[src/include/bru_defs.svh]
`ifndef BRU_DEFS_SVH
`define BRU_DEFS_SVH

// Datapath and PC width
`define XLEN        32
// Parallel resolution lanes, 1, 2 or 4
`define LANES       2
// Global branch history length
`define GHIST_BITS  4
// Fetch restarts here after reset
`define PC_INIT     'h200

// APB address width, byte addressed
`define BRU_APB_AW  8

// APB register map
`define BRU_CTRL     8'h00
`define BRU_DBG_PC   8'h04
`define BRU_BR_CNT   8'h08
`define BRU_MISP_CNT 8'h0C
`define BRU_HIST     8'h10

`endif
[src/bru_pkg.sv]
`include "bru_defs.svh"

package bru_pkg;

  ////////////////////////////////////////
  // Instruction fields
  ////////////////////////////////////////

  // Major opcode, instr[6:2]
  typedef enum logic [4:0] {
    OPC_MISCMEM = 5'b00011,
    OPC_BRANCH  = 5'b11000,
    OPC_JALR    = 5'b11001,
    OPC_JAL     = 5'b11011
  } opcode_e;

  // Branch condition, funct3
  // 3'b010 and 3'b011 are reserved
  typedef enum logic [2:0] {
    BEQ  = 3'b000,
    BNE  = 3'b001,
    BLT  = 3'b100,
    BGE  = 3'b101,
    BLTU = 3'b110,
    BGEU = 3'b111
  } brfunc_e;

  // FENCE.I with all other fields zero
  localparam logic [31:0] FENCE_I = 32'h0000_100F;

  ////////////////////////////////////////
  // Lane result
  ////////////////////////////////////////

  typedef struct packed {
    // Lane holds a live instruction
    logic              valid;
    // Conditional branch, feeds history and counters
    logic              is_branch;
    logic              taken;
    // Predictor got the direction wrong
    logic              mispredict;
    // Pipeline must restart at nxt_pc
    logic              flush;
    // Instruction cache must be invalidated too
    logic              cacheflush;
    // Target not on a 4-byte boundary
    logic              misaligned;
    logic [`XLEN-1:0]  nxt_pc;
    // Prediction as it came in
    logic [1:0]        predict;
  } bru_res_t;

endpackage

[src/bru_lane_if.sv]
`include "bru_defs.svh"

interface bru_lane_if;

  // Request from the issue register
  logic              req_valid;
  logic [`XLEN-1:0]  pc;
  logic [31:0]       instr;
  logic [`XLEN-1:0]  opa;
  logic [`XLEN-1:0]  opb;
  logic [1:0]        predict;

  // Registered lane result
  bru_pkg::bru_res_t res;

  // Issue side
  modport feeder (output req_valid, pc, instr, opa, opb, predict);

  // Resolution lane
  modport lane (input req_valid, pc, instr, opa, opb, predict, output res);

  // Redirect side only looks at results
  modport drain (input res);

endinterface

[src/bru_top.sv]
`include "bru_defs.svh"

module bru_top (
  input  logic                          clk,
  input  logic                          rstn,

  // Issue bundle, lane 0 oldest
  input  logic [`LANES-1:0]             issue_valid,
  input  logic [`LANES-1:0][`XLEN-1:0]  issue_pc,
  input  logic [`LANES-1:0][31:0]       issue_instr,
  input  logic [`LANES-1:0][`XLEN-1:0]  issue_opa,
  input  logic [`LANES-1:0][`XLEN-1:0]  issue_opb,
  input  logic [`LANES-1:0][1:0]        issue_predict,
  input  logic                          stall,

  // Redirect to fetch and predictor
  output logic [`XLEN-1:0]              nxt_pc,
  output logic                          flush,
  output logic                          cacheflush,
  output logic                          exception_misaligned,
  output logic                          bp_update,
  output logic                          bp_btaken,
  output logic [1:0]                    bp_predict,
  output logic [`GHIST_BITS-1:0]        bp_history,

  // APB slave
  input  logic                          psel,
  input  logic                          penable,
  input  logic                          pwrite,
  input  logic [`BRU_APB_AW-1:0]        paddr,
  input  logic [31:0]                   pwdata,
  output logic [31:0]                   prdata,
  output logic                          pready,
  output logic                          pslverr
);

  logic                          dbg_we;
  logic [`XLEN-1:0]              dbg_pc;
  logic [$clog2(`LANES+1)-1:0]   ev_branches;
  logic                          ev_mispredict;
  logic [`GHIST_BITS-1:0]        history;

  bru_lane_if lane_if [`LANES] ();

  ////////////////////////////////////////
  // Issue, lanes, redirect
  ////////////////////////////////////////

  bru_issue u_issue (
    .clk           (clk),
    .rstn          (rstn),
    .stall         (stall),
    .redirect      (flush),
    .issue_valid   (issue_valid),
    .issue_pc      (issue_pc),
    .issue_instr   (issue_instr),
    .issue_opa     (issue_opa),
    .issue_opb     (issue_opb),
    .issue_predict (issue_predict),
    .lanes         (lane_if)
  );

  for (genvar g = 0; g < `LANES; g++) begin : g_lane
    bru_lane u_lane (
      .clk      (clk),
      .rstn     (rstn),
      .stall    (stall),
      .redirect (flush),
      .port     (lane_if[g])
    );
  end

  bru_redirect u_redirect (
    .clk                  (clk),
    .rstn                 (rstn),
    .stall                (stall),
    .dbg_we               (dbg_we),
    .dbg_pc               (dbg_pc),
    .lanes                (lane_if),
    .nxt_pc               (nxt_pc),
    .flush                (flush),
    .cacheflush           (cacheflush),
    .exception_misaligned (exception_misaligned),
    .bp_update            (bp_update),
    .bp_btaken            (bp_btaken),
    .bp_predict           (bp_predict),
    .bp_history           (bp_history),
    .ev_branches          (ev_branches),
    .ev_mispredict        (ev_mispredict),
    .history              (history)
  );

  // Statistics and debugger access
  bru_apb_regs u_apb_regs (
    .clk           (clk),
    .rstn          (rstn),
    .psel          (psel),
    .penable       (penable),
    .pwrite        (pwrite),
    .paddr         (paddr),
    .pwdata        (pwdata),
    .prdata        (prdata),
    .pready        (pready),
    .pslverr       (pslverr),
    .ev_branches   (ev_branches),
    .ev_mispredict (ev_mispredict),
    .history       (history),
    .dbg_we        (dbg_we),
    .dbg_pc        (dbg_pc)
  );

endmodule

[src/bru_apb_regs.sv]
`include "bru_defs.svh"

module bru_apb_regs (
  input  logic                         clk,
  input  logic                         rstn,
  input  logic                         psel,
  input  logic                         penable,
  input  logic                         pwrite,
  input  logic [`BRU_APB_AW-1:0]       paddr,
  input  logic [31:0]                  pwdata,
  output logic [31:0]                  prdata,
  output logic                         pready,
  output logic                         pslverr,
  input  logic [$clog2(`LANES+1)-1:0]  ev_branches,
  input  logic                         ev_mispredict,
  input  logic [`GHIST_BITS-1:0]       history,
  output logic                         dbg_we,
  output logic [`XLEN-1:0]             dbg_pc
);

  logic              access;
  logic              mapped;
  logic              wr;
  logic              clr;
  logic [`XLEN-1:0]  dbg_pc_q;
  logic [31:0]       br_cnt;
  logic [31:0]       misp_cnt;
  logic [32:0]       br_sum;
  logic [32:0]       misp_sum;

  // Zero wait states
  assign pready = 1'b1;
  assign access = psel & penable;

  assign mapped = (paddr == `BRU_CTRL) || (paddr == `BRU_DBG_PC) ||
                  (paddr == `BRU_BR_CNT) || (paddr == `BRU_MISP_CNT) ||
                  (paddr == `BRU_HIST);
  assign pslverr = access & ~mapped;
  assign wr      = access & pwrite & mapped;

  // CTRL bit 0 is a self-clearing counter reset
  assign clr = wr & (paddr == `BRU_CTRL) & pwdata[0];

  // PC write goes straight to the redirect stage
  assign dbg_we = wr & (paddr == `BRU_DBG_PC);
  assign dbg_pc = pwdata[`XLEN-1:0];

  always_ff @(posedge clk or negedge rstn) begin
    if (!rstn) begin
      dbg_pc_q <= '0;
    end else if (dbg_we) begin
      dbg_pc_q <= dbg_pc;
    end
  end

  ////////////////////////////////////////
  // Saturating statistics
  ////////////////////////////////////////

  assign br_sum   = {1'b0, br_cnt} + 33'(ev_branches);
  assign misp_sum = {1'b0, misp_cnt} + 33'(ev_mispredict);

  always_ff @(posedge clk or negedge rstn) begin
    if (!rstn) begin
      br_cnt   <= '0;
      misp_cnt <= '0;
    end else if (clr) begin
      br_cnt   <= '0;
      misp_cnt <= '0;
    end else begin
      br_cnt   <= br_sum[32] ? '1 : br_sum[31:0];
      misp_cnt <= misp_sum[32] ? '1 : misp_sum[31:0];
    end
  end

  // Read mux
  always_comb begin
    case (paddr)
      `BRU_DBG_PC:   prdata = 32'(dbg_pc_q);
      `BRU_BR_CNT:   prdata = br_cnt;
      `BRU_MISP_CNT: prdata = misp_cnt;
      `BRU_HIST:     prdata = 32'(history);
      default:       prdata = '0;
    endcase
  end

endmodule

[src/bru_redirect.sv]
`include "bru_defs.svh"

module bru_redirect (
  input  logic                           clk,
  input  logic                           rstn,
  input  logic                           stall,
  input  logic                           dbg_we,
  input  logic [`XLEN-1:0]               dbg_pc,
  bru_lane_if.drain                      lanes [`LANES],
  output logic [`XLEN-1:0]               nxt_pc,
  output logic                           flush,
  output logic                           cacheflush,
  output logic                           exception_misaligned,
  output logic                           bp_update,
  output logic                           bp_btaken,
  output logic [1:0]                     bp_predict,
  output logic [`GHIST_BITS-1:0]         bp_history,
  output logic [$clog2(`LANES+1)-1:0]    ev_branches,
  output logic                           ev_mispredict,
  output logic [`GHIST_BITS-1:0]         history
);

  bru_pkg::bru_res_t                  res_a [`LANES];
  bru_pkg::bru_res_t                  sel;
  logic                               any_valid;
  logic                               any_br;
  logic                               done;
  logic                               live;
  logic [$clog2(`LANES+1)-1:0]        n_br;
  logic                               misp;
  logic [`GHIST_BITS-1:0]             hist_n;
  logic [`GHIST_BITS-1:0]             hist_q;

  for (genvar g = 0; g < `LANES; g++) begin : g_res
    assign res_a[g] = lanes[g].res;
  end

  // Results behind a flush that is already out are stale
  assign live = ~flush;

  ////////////////////////////////////////
  // Oldest redirecting lane
  ////////////////////////////////////////

  always_comb begin
    sel       = '0;
    any_valid = 1'b0;
    any_br    = 1'b0;
    done      = 1'b0;
    n_br      = '0;
    misp      = 1'b0;
    hist_n    = hist_q;
    for (int i = 0; i < `LANES; i++) begin
      if (live && !done && res_a[i].valid) begin
        any_valid = 1'b1;
        sel       = res_a[i];
        if (res_a[i].is_branch) begin
          // Oldest branch shifted in first
          any_br = 1'b1;
          n_br   = n_br + 1'b1;
          misp   = misp | res_a[i].mispredict;
          hist_n = (hist_n << 1) | `GHIST_BITS'(res_a[i].taken);
        end
        // Everything younger is on the wrong path
        if (res_a[i].flush) begin
          done = 1'b1;
        end
      end
    end
  end

  // Events only when the bundle is really taken
  assign ev_branches   = (stall || dbg_we) ? '0 : n_br;
  assign ev_mispredict = ~stall & ~dbg_we & misp;

  ////////////////////////////////////////
  // Output registers
  ////////////////////////////////////////

  always_ff @(posedge clk or negedge rstn) begin
    if (!rstn) begin
      flush                <= 1'b1;
      cacheflush           <= 1'b1;
      nxt_pc               <= `XLEN'(`PC_INIT);
      exception_misaligned <= 1'b0;
      bp_update            <= 1'b0;
      bp_btaken            <= 1'b0;
      bp_predict           <= 2'b00;
      bp_history           <= '0;
      hist_q               <= '0;
    end else if (dbg_we) begin
      // Debugger PC write wins, history untouched
      flush                <= 1'b1;
      cacheflush           <= 1'b0;
      nxt_pc               <= dbg_pc;
      exception_misaligned <= 1'b0;
      bp_update            <= 1'b0;
      bp_btaken            <= 1'b0;
      bp_predict           <= 2'b00;
    end else if (!stall) begin
      flush                <= any_valid & sel.flush;
      cacheflush           <= any_valid & sel.cacheflush;
      exception_misaligned <= any_valid & sel.misaligned;
      bp_update            <= any_br;
      bp_btaken            <= sel.taken;
      bp_predict           <= sel.predict;
      // History as seen before this bundle
      bp_history           <= hist_q;
      hist_q               <= hist_n;
      if (any_valid) begin
        nxt_pc <= sel.nxt_pc;
      end
    end
  end

  assign history = hist_q;

endmodule

[src/bru_lane.sv]
`include "bru_defs.svh"

module bru_lane (
  input  logic     clk,
  input  logic     rstn,
  input  logic     stall,
  input  logic     redirect,
  bru_lane_if.lane port
);

  bru_pkg::opcode_e  opcode;
  bru_pkg::brfunc_e  funct3;
  logic [`XLEN-1:0]  imm_j;
  logic [`XLEN-1:0]  imm_b;
  logic [`XLEN-1:0]  pc_plus4;
  logic              cond;
  logic              cond_ok;
  logic              is_br;
  logic              taken;
  logic              do_flush;
  logic              cflush;
  logic [`XLEN-1:0]  nxt;
  bru_pkg::bru_res_t res_n;
  bru_pkg::bru_res_t res_q;

  ////////////////////////////////////////
  // Decode
  ////////////////////////////////////////

  assign opcode = bru_pkg::opcode_e'(port.instr[6:2]);
  assign funct3 = bru_pkg::brfunc_e'(port.instr[14:12]);

  // J and B immediates, bit 0 always zero
  assign imm_j = {{(`XLEN-20){port.instr[31]}}, port.instr[19:12], port.instr[20],
                  port.instr[30:25], port.instr[24:21], 1'b0};
  assign imm_b = {{(`XLEN-12){port.instr[31]}}, port.instr[7],
                  port.instr[30:25], port.instr[11:8], 1'b0};

  assign pc_plus4 = port.pc + `XLEN'(4);

  // Branch condition
  always_comb begin
    cond_ok = 1'b1;
    case (funct3)
      bru_pkg::BEQ:  cond = (port.opa == port.opb);
      bru_pkg::BNE:  cond = (port.opa != port.opb);
      bru_pkg::BLT:  cond = ($signed(port.opa) <  $signed(port.opb));
      bru_pkg::BGE:  cond = ($signed(port.opa) >= $signed(port.opb));
      bru_pkg::BLTU: cond = (port.opa <  port.opb);
      bru_pkg::BGEU: cond = (port.opa >= port.opb);
      default: begin
        // Reserved funct3, handled as a plain instruction
        cond    = 1'b0;
        cond_ok = 1'b0;
      end
    endcase
  end

  ////////////////////////////////////////
  // Next PC and control
  ////////////////////////////////////////

  always_comb begin
    is_br    = 1'b0;
    taken    = 1'b0;
    do_flush = 1'b0;
    cflush   = 1'b0;
    nxt      = pc_plus4;
    case (opcode)
      bru_pkg::OPC_JAL: begin
        // Fetch already followed it
        taken = 1'b1;
        nxt   = port.pc + imm_j;
      end
      bru_pkg::OPC_JALR: begin
        taken    = 1'b1;
        do_flush = 1'b1;
        nxt      = (port.opa + port.opb) & ~`XLEN'(1);
      end
      bru_pkg::OPC_BRANCH: begin
        is_br    = cond_ok;
        taken    = cond_ok & cond;
        do_flush = cond_ok & (taken ^ port.predict[1]);
        if (taken) begin
          nxt = port.pc + imm_b;
        end
      end
      bru_pkg::OPC_MISCMEM: begin
        // Other FENCE forms fall through as pc+4
        if (port.instr == bru_pkg::FENCE_I) begin
          do_flush = 1'b1;
          cflush   = 1'b1;
        end
      end
      default: ;
    endcase
  end

  always_comb begin
    res_n.valid      = port.req_valid;
    res_n.is_branch  = is_br;
    res_n.taken      = taken;
    res_n.mispredict = is_br & do_flush;
    res_n.flush      = do_flush;
    res_n.cacheflush = cflush;
    res_n.misaligned = (|nxt[1:0]) & ((opcode == bru_pkg::OPC_JALR) | (is_br & taken));
    res_n.nxt_pc     = nxt;
    res_n.predict    = port.predict;
  end

  // Result register, redirect drops it
  always_ff @(posedge clk or negedge rstn) begin
    if (!rstn) begin
      res_q <= '0;
    end else if (redirect) begin
      res_q.valid <= 1'b0;
    end else if (!stall) begin
      res_q <= res_n;
    end
  end

  assign port.res = res_q;

endmodule

[src/bru_issue.sv]
`include "bru_defs.svh"

module bru_issue (
  input  logic                          clk,
  input  logic                          rstn,
  input  logic                          stall,
  input  logic                          redirect,
  input  logic [`LANES-1:0]             issue_valid,
  input  logic [`LANES-1:0][`XLEN-1:0]  issue_pc,
  input  logic [`LANES-1:0][31:0]       issue_instr,
  input  logic [`LANES-1:0][`XLEN-1:0]  issue_opa,
  input  logic [`LANES-1:0][`XLEN-1:0]  issue_opb,
  input  logic [`LANES-1:0][1:0]        issue_predict,
  bru_lane_if.feeder                    lanes [`LANES]
);

  logic [`LANES-1:0]             valid_q;
  logic [`LANES-1:0][`XLEN-1:0]  pc_q;
  logic [`LANES-1:0][31:0]       instr_q;
  logic [`LANES-1:0][`XLEN-1:0]  opa_q;
  logic [`LANES-1:0][`XLEN-1:0]  opb_q;
  logic [`LANES-1:0][1:0]        predict_q;

  // Valid bits, kill beats stall
  always_ff @(posedge clk or negedge rstn) begin
    if (!rstn) begin
      valid_q <= '0;
    end else if (redirect) begin
      valid_q <= '0;
    end else if (!stall) begin
      valid_q <= issue_valid;
    end
  end

  // Bundle payload, frozen under stall
  always_ff @(posedge clk) begin
    if (!stall) begin
      pc_q      <= issue_pc;
      instr_q   <= issue_instr;
      opa_q     <= issue_opa;
      opb_q     <= issue_opb;
      predict_q <= issue_predict;
    end
  end

  // Fan out, lane 0 is the oldest
  for (genvar g = 0; g < `LANES; g++) begin : g_fan
    assign lanes[g].req_valid = valid_q[g];
    assign lanes[g].pc        = pc_q[g];
    assign lanes[g].instr     = instr_q[g];
    assign lanes[g].opa       = opa_q[g];
    assign lanes[g].opb       = opb_q[g];
    assign lanes[g].predict   = predict_q[g];
  end

endmodule

[config.mk]
export PLATFORM = sky130hd
export DESIGN_NAME = bru_top
export DESIGN_NICKNAME = d
export VERILOG_FILES = /design/src/bru_pkg.sv /design/src/bru_lane_if.sv /design/src/bru_top.sv /design/src/bru_apb_regs.sv /design/src/bru_redirect.sv /design/src/bru_lane.sv /design/src/bru_issue.sv
export VERILOG_INCLUDE_DIRS = /design/src /design/src/include
export SDC_FILE = /design/constraint.sdc
export NUM_CORES = 1
export LEC_CHECK = 0
export BUFFER_PORTS_ARGS = -buffer_cell sky130_fd_sc_hd__clkbuf_2
export CAP_MARGIN = 20
export CORE_AREA = 2 2 232 234
export DETAILED_ROUTE_END_ITERATION = 8
export DIE_AREA = 0 0 234 236
export PLACE_DENSITY_LB_ADDON = 0.2
export SYNTH_ARGS = -nofsm -noshare
export SYNTH_HDL_FRONTEND = slang
export SYNTH_SLANG_ARGS = --single-unit
[constraint.sdc]
create_clock -name clk -period 9.9 [get_ports clk]
set_input_delay 1.98 -clock clk [delete_from_list [all_inputs] [get_ports clk]]
set_output_delay 1.98 -clock clk [all_outputs]
set_load 0.01 [all_outputs]
==> results of run 1 <==
[worst max-delay path, stage by stage]
cell,delay [ns]
clkbuf_2,0.08
or4_1,0.52
or3_1,0.44
buf_16,0.22
nor3_2,0.63
buf_4,0.60
nor3_1,0.14
ha_1,0.25
ha_1,0.22
and3_1,0.25
nand3_1,0.15
nor2_1,0.10
nand3_1,0.14
nor2_1,0.08
nand4_1,0.22
or3_1,0.81
a21oi_1,0.20
[cells in the mapped netlist, types with 15 or more instances]
master,number
a22oi_1,73
o22ai_1,29
or3_1,27
mux2i_1,18
a31oi_1,39
clkbuf_1,122
o31ai_1,30
o211ai_1,25
a211oi_1,33
inv_1,166
ha_1,220
nand3_1,89
o21a_1,26
edfxtp_1,260
and4_1,17
nor2b_1,29
nor4_1,26
mux2_2,36
nand2_1,316
o21ai_0,169
and3_1,40
nand2b_1,19
xor2_1,93
o21bai_1,30
nor2_1,285
dfrtp_1,224
xnor2_1,149
a21o_1,53
a21oi_1,300
nor3_1,60
a221oi_1,24
buf_2,15
nand4_1,39
[report_power, final]
group / switching [mW] / internal [mW]
sequential: 0.320 / 2.47
combinational: 1.28 / 0.756
clock: 0.870 / 1.11
total: 2.47 / 4.33
[cell families after synthesis]
kind of cell    count (synthesis)  synth area share
simple gates                  999             0.149
compound gates                980             0.203
flops                         487             0.430
buf+inv                       324            0.0403
xor+xnor                      242            0.0675
fa+ha+maj                     227            0.0922
mux                            54            0.0187
other cells                     1          0.000119
[per-stage QoR]
| step | hold WS, ns | instances | worst slack, ns | power [mW] |
|---|---|---|---|---|
| final | 0.460 | 4368 | 3.28 | 6.80 |
| after global routing | 0.485 | 4367 | 2.98 | 7.10 |
| after CTS | 0.460 | 4365 | 3.06 | 6.77 |
| after detailed placement | 0.445 | 4266 | 2.47 | 4.80 |
| after global placement | 0.426 | 4263 | 2.59 | 4.74 |
| after floorplan | 0.415 | 3314 | 1.54 | 4.00 |
[layer usage]
layer  GRT usage  up-vias
li1            -    12800
met1       0.495    13600
met2       0.575     1403
met3      0.0694      239
met4       0.135        0
met5           0        -
[worst paths after layout]
path                       cells past startpoint  slack (ns)                                      start                                  endpoint
min in group asynchronous                      1        1.46                                       rstn            u_issue.valid_q[0]$_DFFE_PN0P_
max                                           17        3.28                                   paddr[0]         u_apb_regs.misp_cnt[21]$_DFF_PN0_
min                                            2        0.46      u_issue.lanes[1].predict[0]$_DFFE_PN_  g_lane[1].u_lane.port.res[0]$_DFFE_PN0P_
max reg2reg                                   15        4.84  g_lane[1].u_lane.port.res[40]$_DFFE_PN0P_         u_apb_regs.misp_cnt[21]$_DFF_PN0_
min reg2reg                                    2        0.46      u_issue.lanes[1].predict[0]$_DFFE_PN_  g_lane[1].u_lane.port.res[0]$_DFFE_PN0P_
max in group asynchronous                      2        7.04                                       rstn          u_redirect.nxt_pc[7]$_DFFE_PN0P_
[registers in the layout, indices dropped and copies added (netlist names), 4 cells and up]
name	cells
g_lane.u_lane.port.res	82
u_apb_regs.br_cnt	32
u_apb_regs.dbg_pc_q	32
u_apb_regs.misp_cnt	32
u_issue.lanes.instr	64
u_issue.lanes.opa	64
u_issue.lanes.opb	64
u_issue.lanes.pc	64
u_issue.lanes.predict	4
u_redirect.bp_history	4
u_redirect.history	4
u_redirect.nxt_pc	32
[layout make-up]
class	count	area, sq um	share of cell area
Antenna cell	1	2.50	0.0000702
Clock buffer	69	1470	0.0412
Clock inverter	30	259	0.00726
Inverter	167	634	0.0178
Multi-Input combinational cell	2503	16700	0.468
Sequential cell	487	13500	0.378
Tap cell	696	871	0.0244
Timing Repair Buffer	415	2230	0.0625
==> results.rst, run 1 <==
.. list-table::
   :header-rows: 1

   * - Metric
     - Value
   * - Status
     - finished clean
   * - Post-route fraction of the period consumed by the critical path
     - 0.669
   * - Final-report max-slew violation count
     - 0
   * - Synth area leader
     - edfxtp_1
   * - PostCTS Resize Cnt
     - 0
   * - Max frequency
     - 0.151 GHz
   * - Highest fanout seen on the critical path
     - 60
   * - Post-synth top area share
     - 0.249
   * - Cell variety after synth
     - 94
   * - Clk_lat worst skew
     - 0.63 ns
   * - Hold_buf cts
     - 0
   * - RSZ-0062 raised after global routing
     - false
   * - Number of setup violations in the final report
     - 0
   * - Share of the core filled with cells
     - 0.672
   * - Area growth from synthesis to layout
     - 13.6%
   * - Remaining routing DRC violations
     - 0
   * - Power per cell area
     - 191 nW/um^2
   * - Slew @ Worst Pin
     - 1.17 ns
   * - Postcts setup bufs
     - 0
   * - Most used cells in the layout excluding fill and tap cells
     - clkbuf_2, nand2_1, a21oi_1
   * - Met1 Routed Length
     - 41400 um
   * - Grt ovf
     - 0
   * - Fill cells
     - 4145
   * - Post-Route Skew
     - 0.0234 ns
   * - Nets in the synthesized netlist
     - 3849
   * - Post-synthesis instance total
     - 3314
   * - Wire length after detailed routing
     - 101000 um
   * - Met2 routed WL
     - 46800 um
   * - CTS max path bufs
     - 3
   * - Total via count in the routed design
     - 28100
   * - Area of the core
     - 53100 sq um
   * - Number of flops mapped to enable cells by yosys
     - 260
   * - Cell area after layout
     - 35700 sq um
   * - DRC violation total after the first TritonRoute iteration
     - 2737
   * - Post-synthesis instance area
     - 31400 sq um
   * - Total met3 wirelength after detailed routing
     - 9220 um
   * - Most used DFF post-synth
     - edfxtp_1
   * - Cts bufs inserted
     - 53
   * - Share of final-layout standard cells stronger than drive strength 1
     - 0.158
   * - Yosys warns
     - 0
   * - Max IR drop VDD
     - 0.169 mV
   * - Nature of the critical path endpoint
     - register
   * - Total global-route track usage
     - 0.363
   * - X dimension of the die
     - 234 um
   * - Instance area after placement
     - 33900 sq um
   * - Post-layout net count
     - 4162
   * - Die height
     - 236 um
   * - Clk slew on worst S/H paths
     - 0.06 ns
   * - Post-DR wirelength/cell
     - 23.2 um
   * - Vias per std cell
     - 6.43
   * - Count of TritonRoute iterations in the first routing pass
     - 8
   * - Placement Rows
     - 85
   * - Arrival time of data at the critical path endpoint
     - 7.06 ns
   * - TritonCTS clock tree
     - built
   * - Asr flop ratio synth
     - 0.466
   * - Maximum Capacitance Violations
     - 0
   * - Number of H-tree levels
     - 2
   * - Flip-flop and latch count after synthesis
     - 487
   * - Type of the worst setup path
     - primary input to register
   * - Maximum number of pins on one net before global-route repair
     - 150
   * - Number of nets with antenna violations after detailed routing
     - 0
   * - Starting Density
     - 0.591
   * - CTS Sinks
     - 487
   * - Largest cells by area after synthesis
     - edfxtp_1, dfrtp_1, ha_1
   * - Worst-case headroom to the max-slew limit
     - 0.217
   * - Leakage power
     - 15.4 nW
   * - Num ports
     - 385
   * - Initial antenna violation count
     - 2
   * - Leading cell type in the layout, fill and taps excluded
     - clkbuf_2
   * - Hold Fails Final Rpt
     - 0
   * - Half-perimeter wire length after placement
     - 77300 um
   * - IO Port Bufs
     - 383
   * - Top metal layer carrying routed signals
     - met4
   * - Die area
     - 55200 sq um
   * - Worst Path Required
     - 10.34 ns
   * - Setup Total Neg Slack
     - 0 ns
   * - Avg Synthesized Cell Area
     - 9.47 sq um
   * - Global-route wire length before repair
     - 155000 um
   * - Kind of path behind the tightest hold check
     - register to register
   * - Crit path launch type
     - primary input
   * - Vias in the first global route
     - 27200
   * - Routability congestion estimate from global placement
     - 1.01
   * - Portion of the post-synthesis area used by sequential elements
     - 0.430
   * - Root buffer cell
     - clkbuf_16
   * - Min cycle time layout
     - 6.62 ns
Power figures use the tool's default switching activity.
==> inputs of run 2 (changes only) <==
==> constraint.sdc (replaced) <==
create_clock -name clk -period 6.4 [get_ports clk]
set_input_delay 1.28 -clock clk [delete_from_list [all_inputs] [get_ports clk]]
set_output_delay 1.28 -clock clk [all_outputs]
set_load 0.01 [all_outputs]
==> run 2 against run 1 <==
Against the previous run:
- clock power rose by 70%
- sequential share of layout area fell by 0.24 points
- total power rose by 60%
- global-route usage barely moved
- utilization rose by 0.43 points
- register-to-register slack got worse by 3.1 ns
- cell count rose by 0.30%
- combinational power rose by 55%
- non-clock buffer count rose by 12
- clock-buffer cell count rose by 4
- critical path depth fell by 1
- via count rose by 0.95%
- largest cell class unchanged
==> results.rst, run 2 (same netlist as run 1, synthesis figures left out) <==
.. list-table::
   :header-rows: 1

   * - Metric
     - Value
   * - Num ports
     - 385 (unchanged)
   * - Total global-route track usage
     - 0.363 (+0.000380)
   * - CTS max path bufs
     - 3 (unchanged)
   * - Power per cell area
     - 302 nW/um^2 (+59%)
   * - Highest fanout seen on the critical path
     - 34 (-43%)
   * - Post-layout net count
     - 4175 (+0.31%)
   * - Crit path launch type
     - primary input
   * - Area of the core
     - 53100 sq um (unchanged)
   * - Count of TritonRoute iterations in the first routing pass
     - 6 (-2)
   * - Area growth from synthesis to layout
     - 14.3%
   * - CTS Sinks
     - 487 (unchanged)
   * - Global-route wire length before repair
     - 155000 um (+0.14%)
   * - Cts bufs inserted
     - 54 (+1.9%)
   * - PostCTS Resize Cnt
     - 0 (unchanged)
   * - Most used cells in the layout excluding fill and tap cells
     - clkbuf_2, nand2_1, a21oi_1
   * - Final-report max-slew violation count
     - 0 (unchanged)
   * - Hold_buf cts
     - 0 (unchanged)
   * - DRC violation total after the first TritonRoute iteration
     - 3196 (+17%)
   * - Half-perimeter wire length after placement
     - 77000 um (-0.45%)
   * - IO Port Bufs
     - 383 (unchanged)
   * - Largest register FFs
     - 82 (unchanged)
   * - Number of H-tree levels
     - 2 (unchanged)
   * - Routability congestion estimate from global placement
     - 0.971 (-3.4%)
   * - Arrival time of data at the critical path endpoint
     - 5.25 ns (-1.81 ns)
   * - Max IR drop VDD
     - 0.262 mV (+54%)
   * - Clk slew on worst S/H paths
     - 0.06 ns (about the same)
   * - Setup Total Neg Slack
     - 0 ns (unchanged)
   * - Grt ovf
     - 0 (unchanged)
   * - Min-Delay Endpoint
     - g_lane[1].u_lane.port.res[0]$_DFFE_PN0P_
   * - Vias per std cell
     - 6.47 (+0.65%)
   * - Nature of the critical path endpoint
     - register
   * - Crit Reg-Reg Startpoint
     - u_issue.lanes[0].opa[30]$_DFFE_PN_
   * - RSZ-0062 raised after global routing
     - false
   * - Max frequency
     - 0.209 GHz
   * - Die height
     - 236 um (unchanged)
   * - Postcts setup bufs
     - 0 (unchanged)
   * - Leakage power
     - 15.5 nW (+0.74%)
   * - Type of the worst setup path
     - primary input to register
   * - TritonCTS clock tree
     - built
   * - Share of final-layout standard cells stronger than drive strength 1
     - 0.159 (+0.00134)
   * - Post-Route Skew
     - 0.0248 ns (+0.00136 ns)
   * - Maximum number of pins on one net before global-route repair
     - 136 (-9.3%)
   * - Kind of path behind the tightest hold check
     - register to register
   * - Remaining routing DRC violations
     - 0 (unchanged)
   * - Worst Hold Path Cells
     - 2 (unchanged)
   * - Post-route fraction of the period consumed by the critical path
     - 0.748
   * - Starting Density
     - 0.591 (unchanged)
   * - Fill cells
     - 4065 (-1.9%)
   * - Worst Path Required
     - 6.86 ns (-3.48 ns)
   * - Die area
     - 55200 sq um (unchanged)
   * - Worst-case headroom to the max-slew limit
     - 0.275 (+0.0576)
   * - Power after layout
     - 10.9 mW (+60%)
   * - Clk_lat worst skew
     - 0.64 ns (about the same)
   * - Leading cell type in the layout, fill and taps excluded
     - clkbuf_2
   * - Initial antenna violation count
     - 1 (-1)
   * - Maximum Capacitance Violations
     - 0 (unchanged)
   * - Number of setup violations in the final report
     - 0 (unchanged)
   * - Crit Reg-Reg Endpoint
     - g_lane[0].u_lane.port.res[4]$_DFFE_PN0P_
   * - Hold path startpoint
     - u_issue.lanes[1].predict[0]$_DFFE_PN_
   * - Hold Fails Final Rpt
     - 0 (unchanged)
   * - Min cycle time layout
     - 4.79 ns
   * - Root buffer cell
     - clkbuf_16
   * - X dimension of the die
     - 234 um (unchanged)
   * - Post-DR wirelength/cell
     - 23.3 um (+0.40%)
   * - Reg2Reg Setup Slack
     - 1.73 ns (-3.11 ns)
   * - Vias in the first global route
     - 27400 (+0.57%)
   * - Placement Rows
     - 85 (unchanged)
   * - Wire length after detailed routing
     - 102000 um (+0.70%)
   * - Number of nets with antenna violations after detailed routing
     - 0 (unchanged)
   * - Total via count in the routed design
     - 28300 (+0.95%)
   * - Slew @ Worst Pin
     - 1.09 ns (-0.0786 ns)
   * - Multi-input gate area in the final layout
     - 16700 sq um (about the same)
   * - Status
     - finished clean
   * - Sequential cell area
     - 13500 sq um (unchanged)
   * - Worst Reg-to-Reg Cells
     - 13 (-2)
[run 2: worst max-delay path, cell delays in order]
cell and delay, ns:
clkbuf_2 0.07, or4_1 0.53, or3_1 0.32, buf_4 0.25, nor3_2 0.32, nor3_1 0.10
ha_1 0.24, ha_1 0.21, and3_1 0.24, nand3_1 0.16, nor2_1 0.10, nand3_1 0.15
nor2_1 0.08, nand4_1 0.20, or3_1 0.82, a21oi_1 0.16
[run 2: how the worst max path moves through the flow]
stage	from	endpoint	slack, ns
3_5_place_dp	paddr[0]	u_apb_regs.misp_cnt[14]$_DFF_PN0_	1.01
6_report	paddr[0]	u_apb_regs.misp_cnt[13]$_DFF_PN0_	1.61
3_3_place_gp	paddr[0]	u_apb_regs.br_cnt[8]$_DFF_PN0_	1.12
4_1_cts	paddr[0]	u_apb_regs.misp_cnt[13]$_DFF_PN0_	1.65
2_1_floorplan	stall	u_issue.lanes[0].instr[0]$_DFFE_PN_	0.26
5_1_grt	paddr[0]	u_apb_regs.misp_cnt[23]$_DFF_PN0_	1.34
[run 2: metal layers]
metal | vias to the layer above | GRT usage | wire (um)
li1 | 12800 | - | -
met1 | 13700 | 0.499 | 41100
met2 | 1604 | 0.566 | 46200
met3 | 254 | 0.0689 | 10300
met4 | 0 | 0.146 | 4420
met5 | - | 0 | 0
[run 2: metrics by stage]
| stage | cells | worst slack, ns | instance area [sq um] | hold WS, ns | util |
|---|---|---|---|---|---|
| 2_1_floorplan | 3314 | 0.261 | 31400 | 0.415 | - |
| 3_3_place_gp | 4279 | 1.12 | 34000 | 0.451 | 0.640 |
| 3_5_place_dp | 4279 | 1.01 | 34000 | 0.449 | 0.640 |
| 4_1_cts | 4379 | 1.65 | 35900 | 0.469 | 0.676 |
| 5_1_grt | 4380 | 1.34 | 35900 | 0.497 | 0.676 |
| 6_report | 4381 | 1.61 | 35900 | 0.455 | 0.676 |
[run 2: where the power goes]
| part | total [mW] | switching, mW | internal, mW | leakage [nW] |
|---|---|---|---|---|
| logic | 3.17 | 2.00 | 1.17 | 9.14 |
| clock network | 3.36 | 1.34 | 2.02 | 0.922 |
| registers | 4.32 | 0.507 | 3.82 | 5.45 |
| total | 10.9 | 3.84 | 7.01 | 15.5 |
[run 2: cell type report]
class | count | share of cell area
Clock inverter | 27 | 0.0122
Timing Repair Buffer | 427 | 0.0635
Antenna cell | 1 | 0.0000697
Clock buffer | 73 | 0.0411
Multi-Input combinational cell | 2503 | 0.465
Inverter | 167 | 0.0176
Tap cell | 696 | 0.0243
Sequential cell | 487 | 0.376
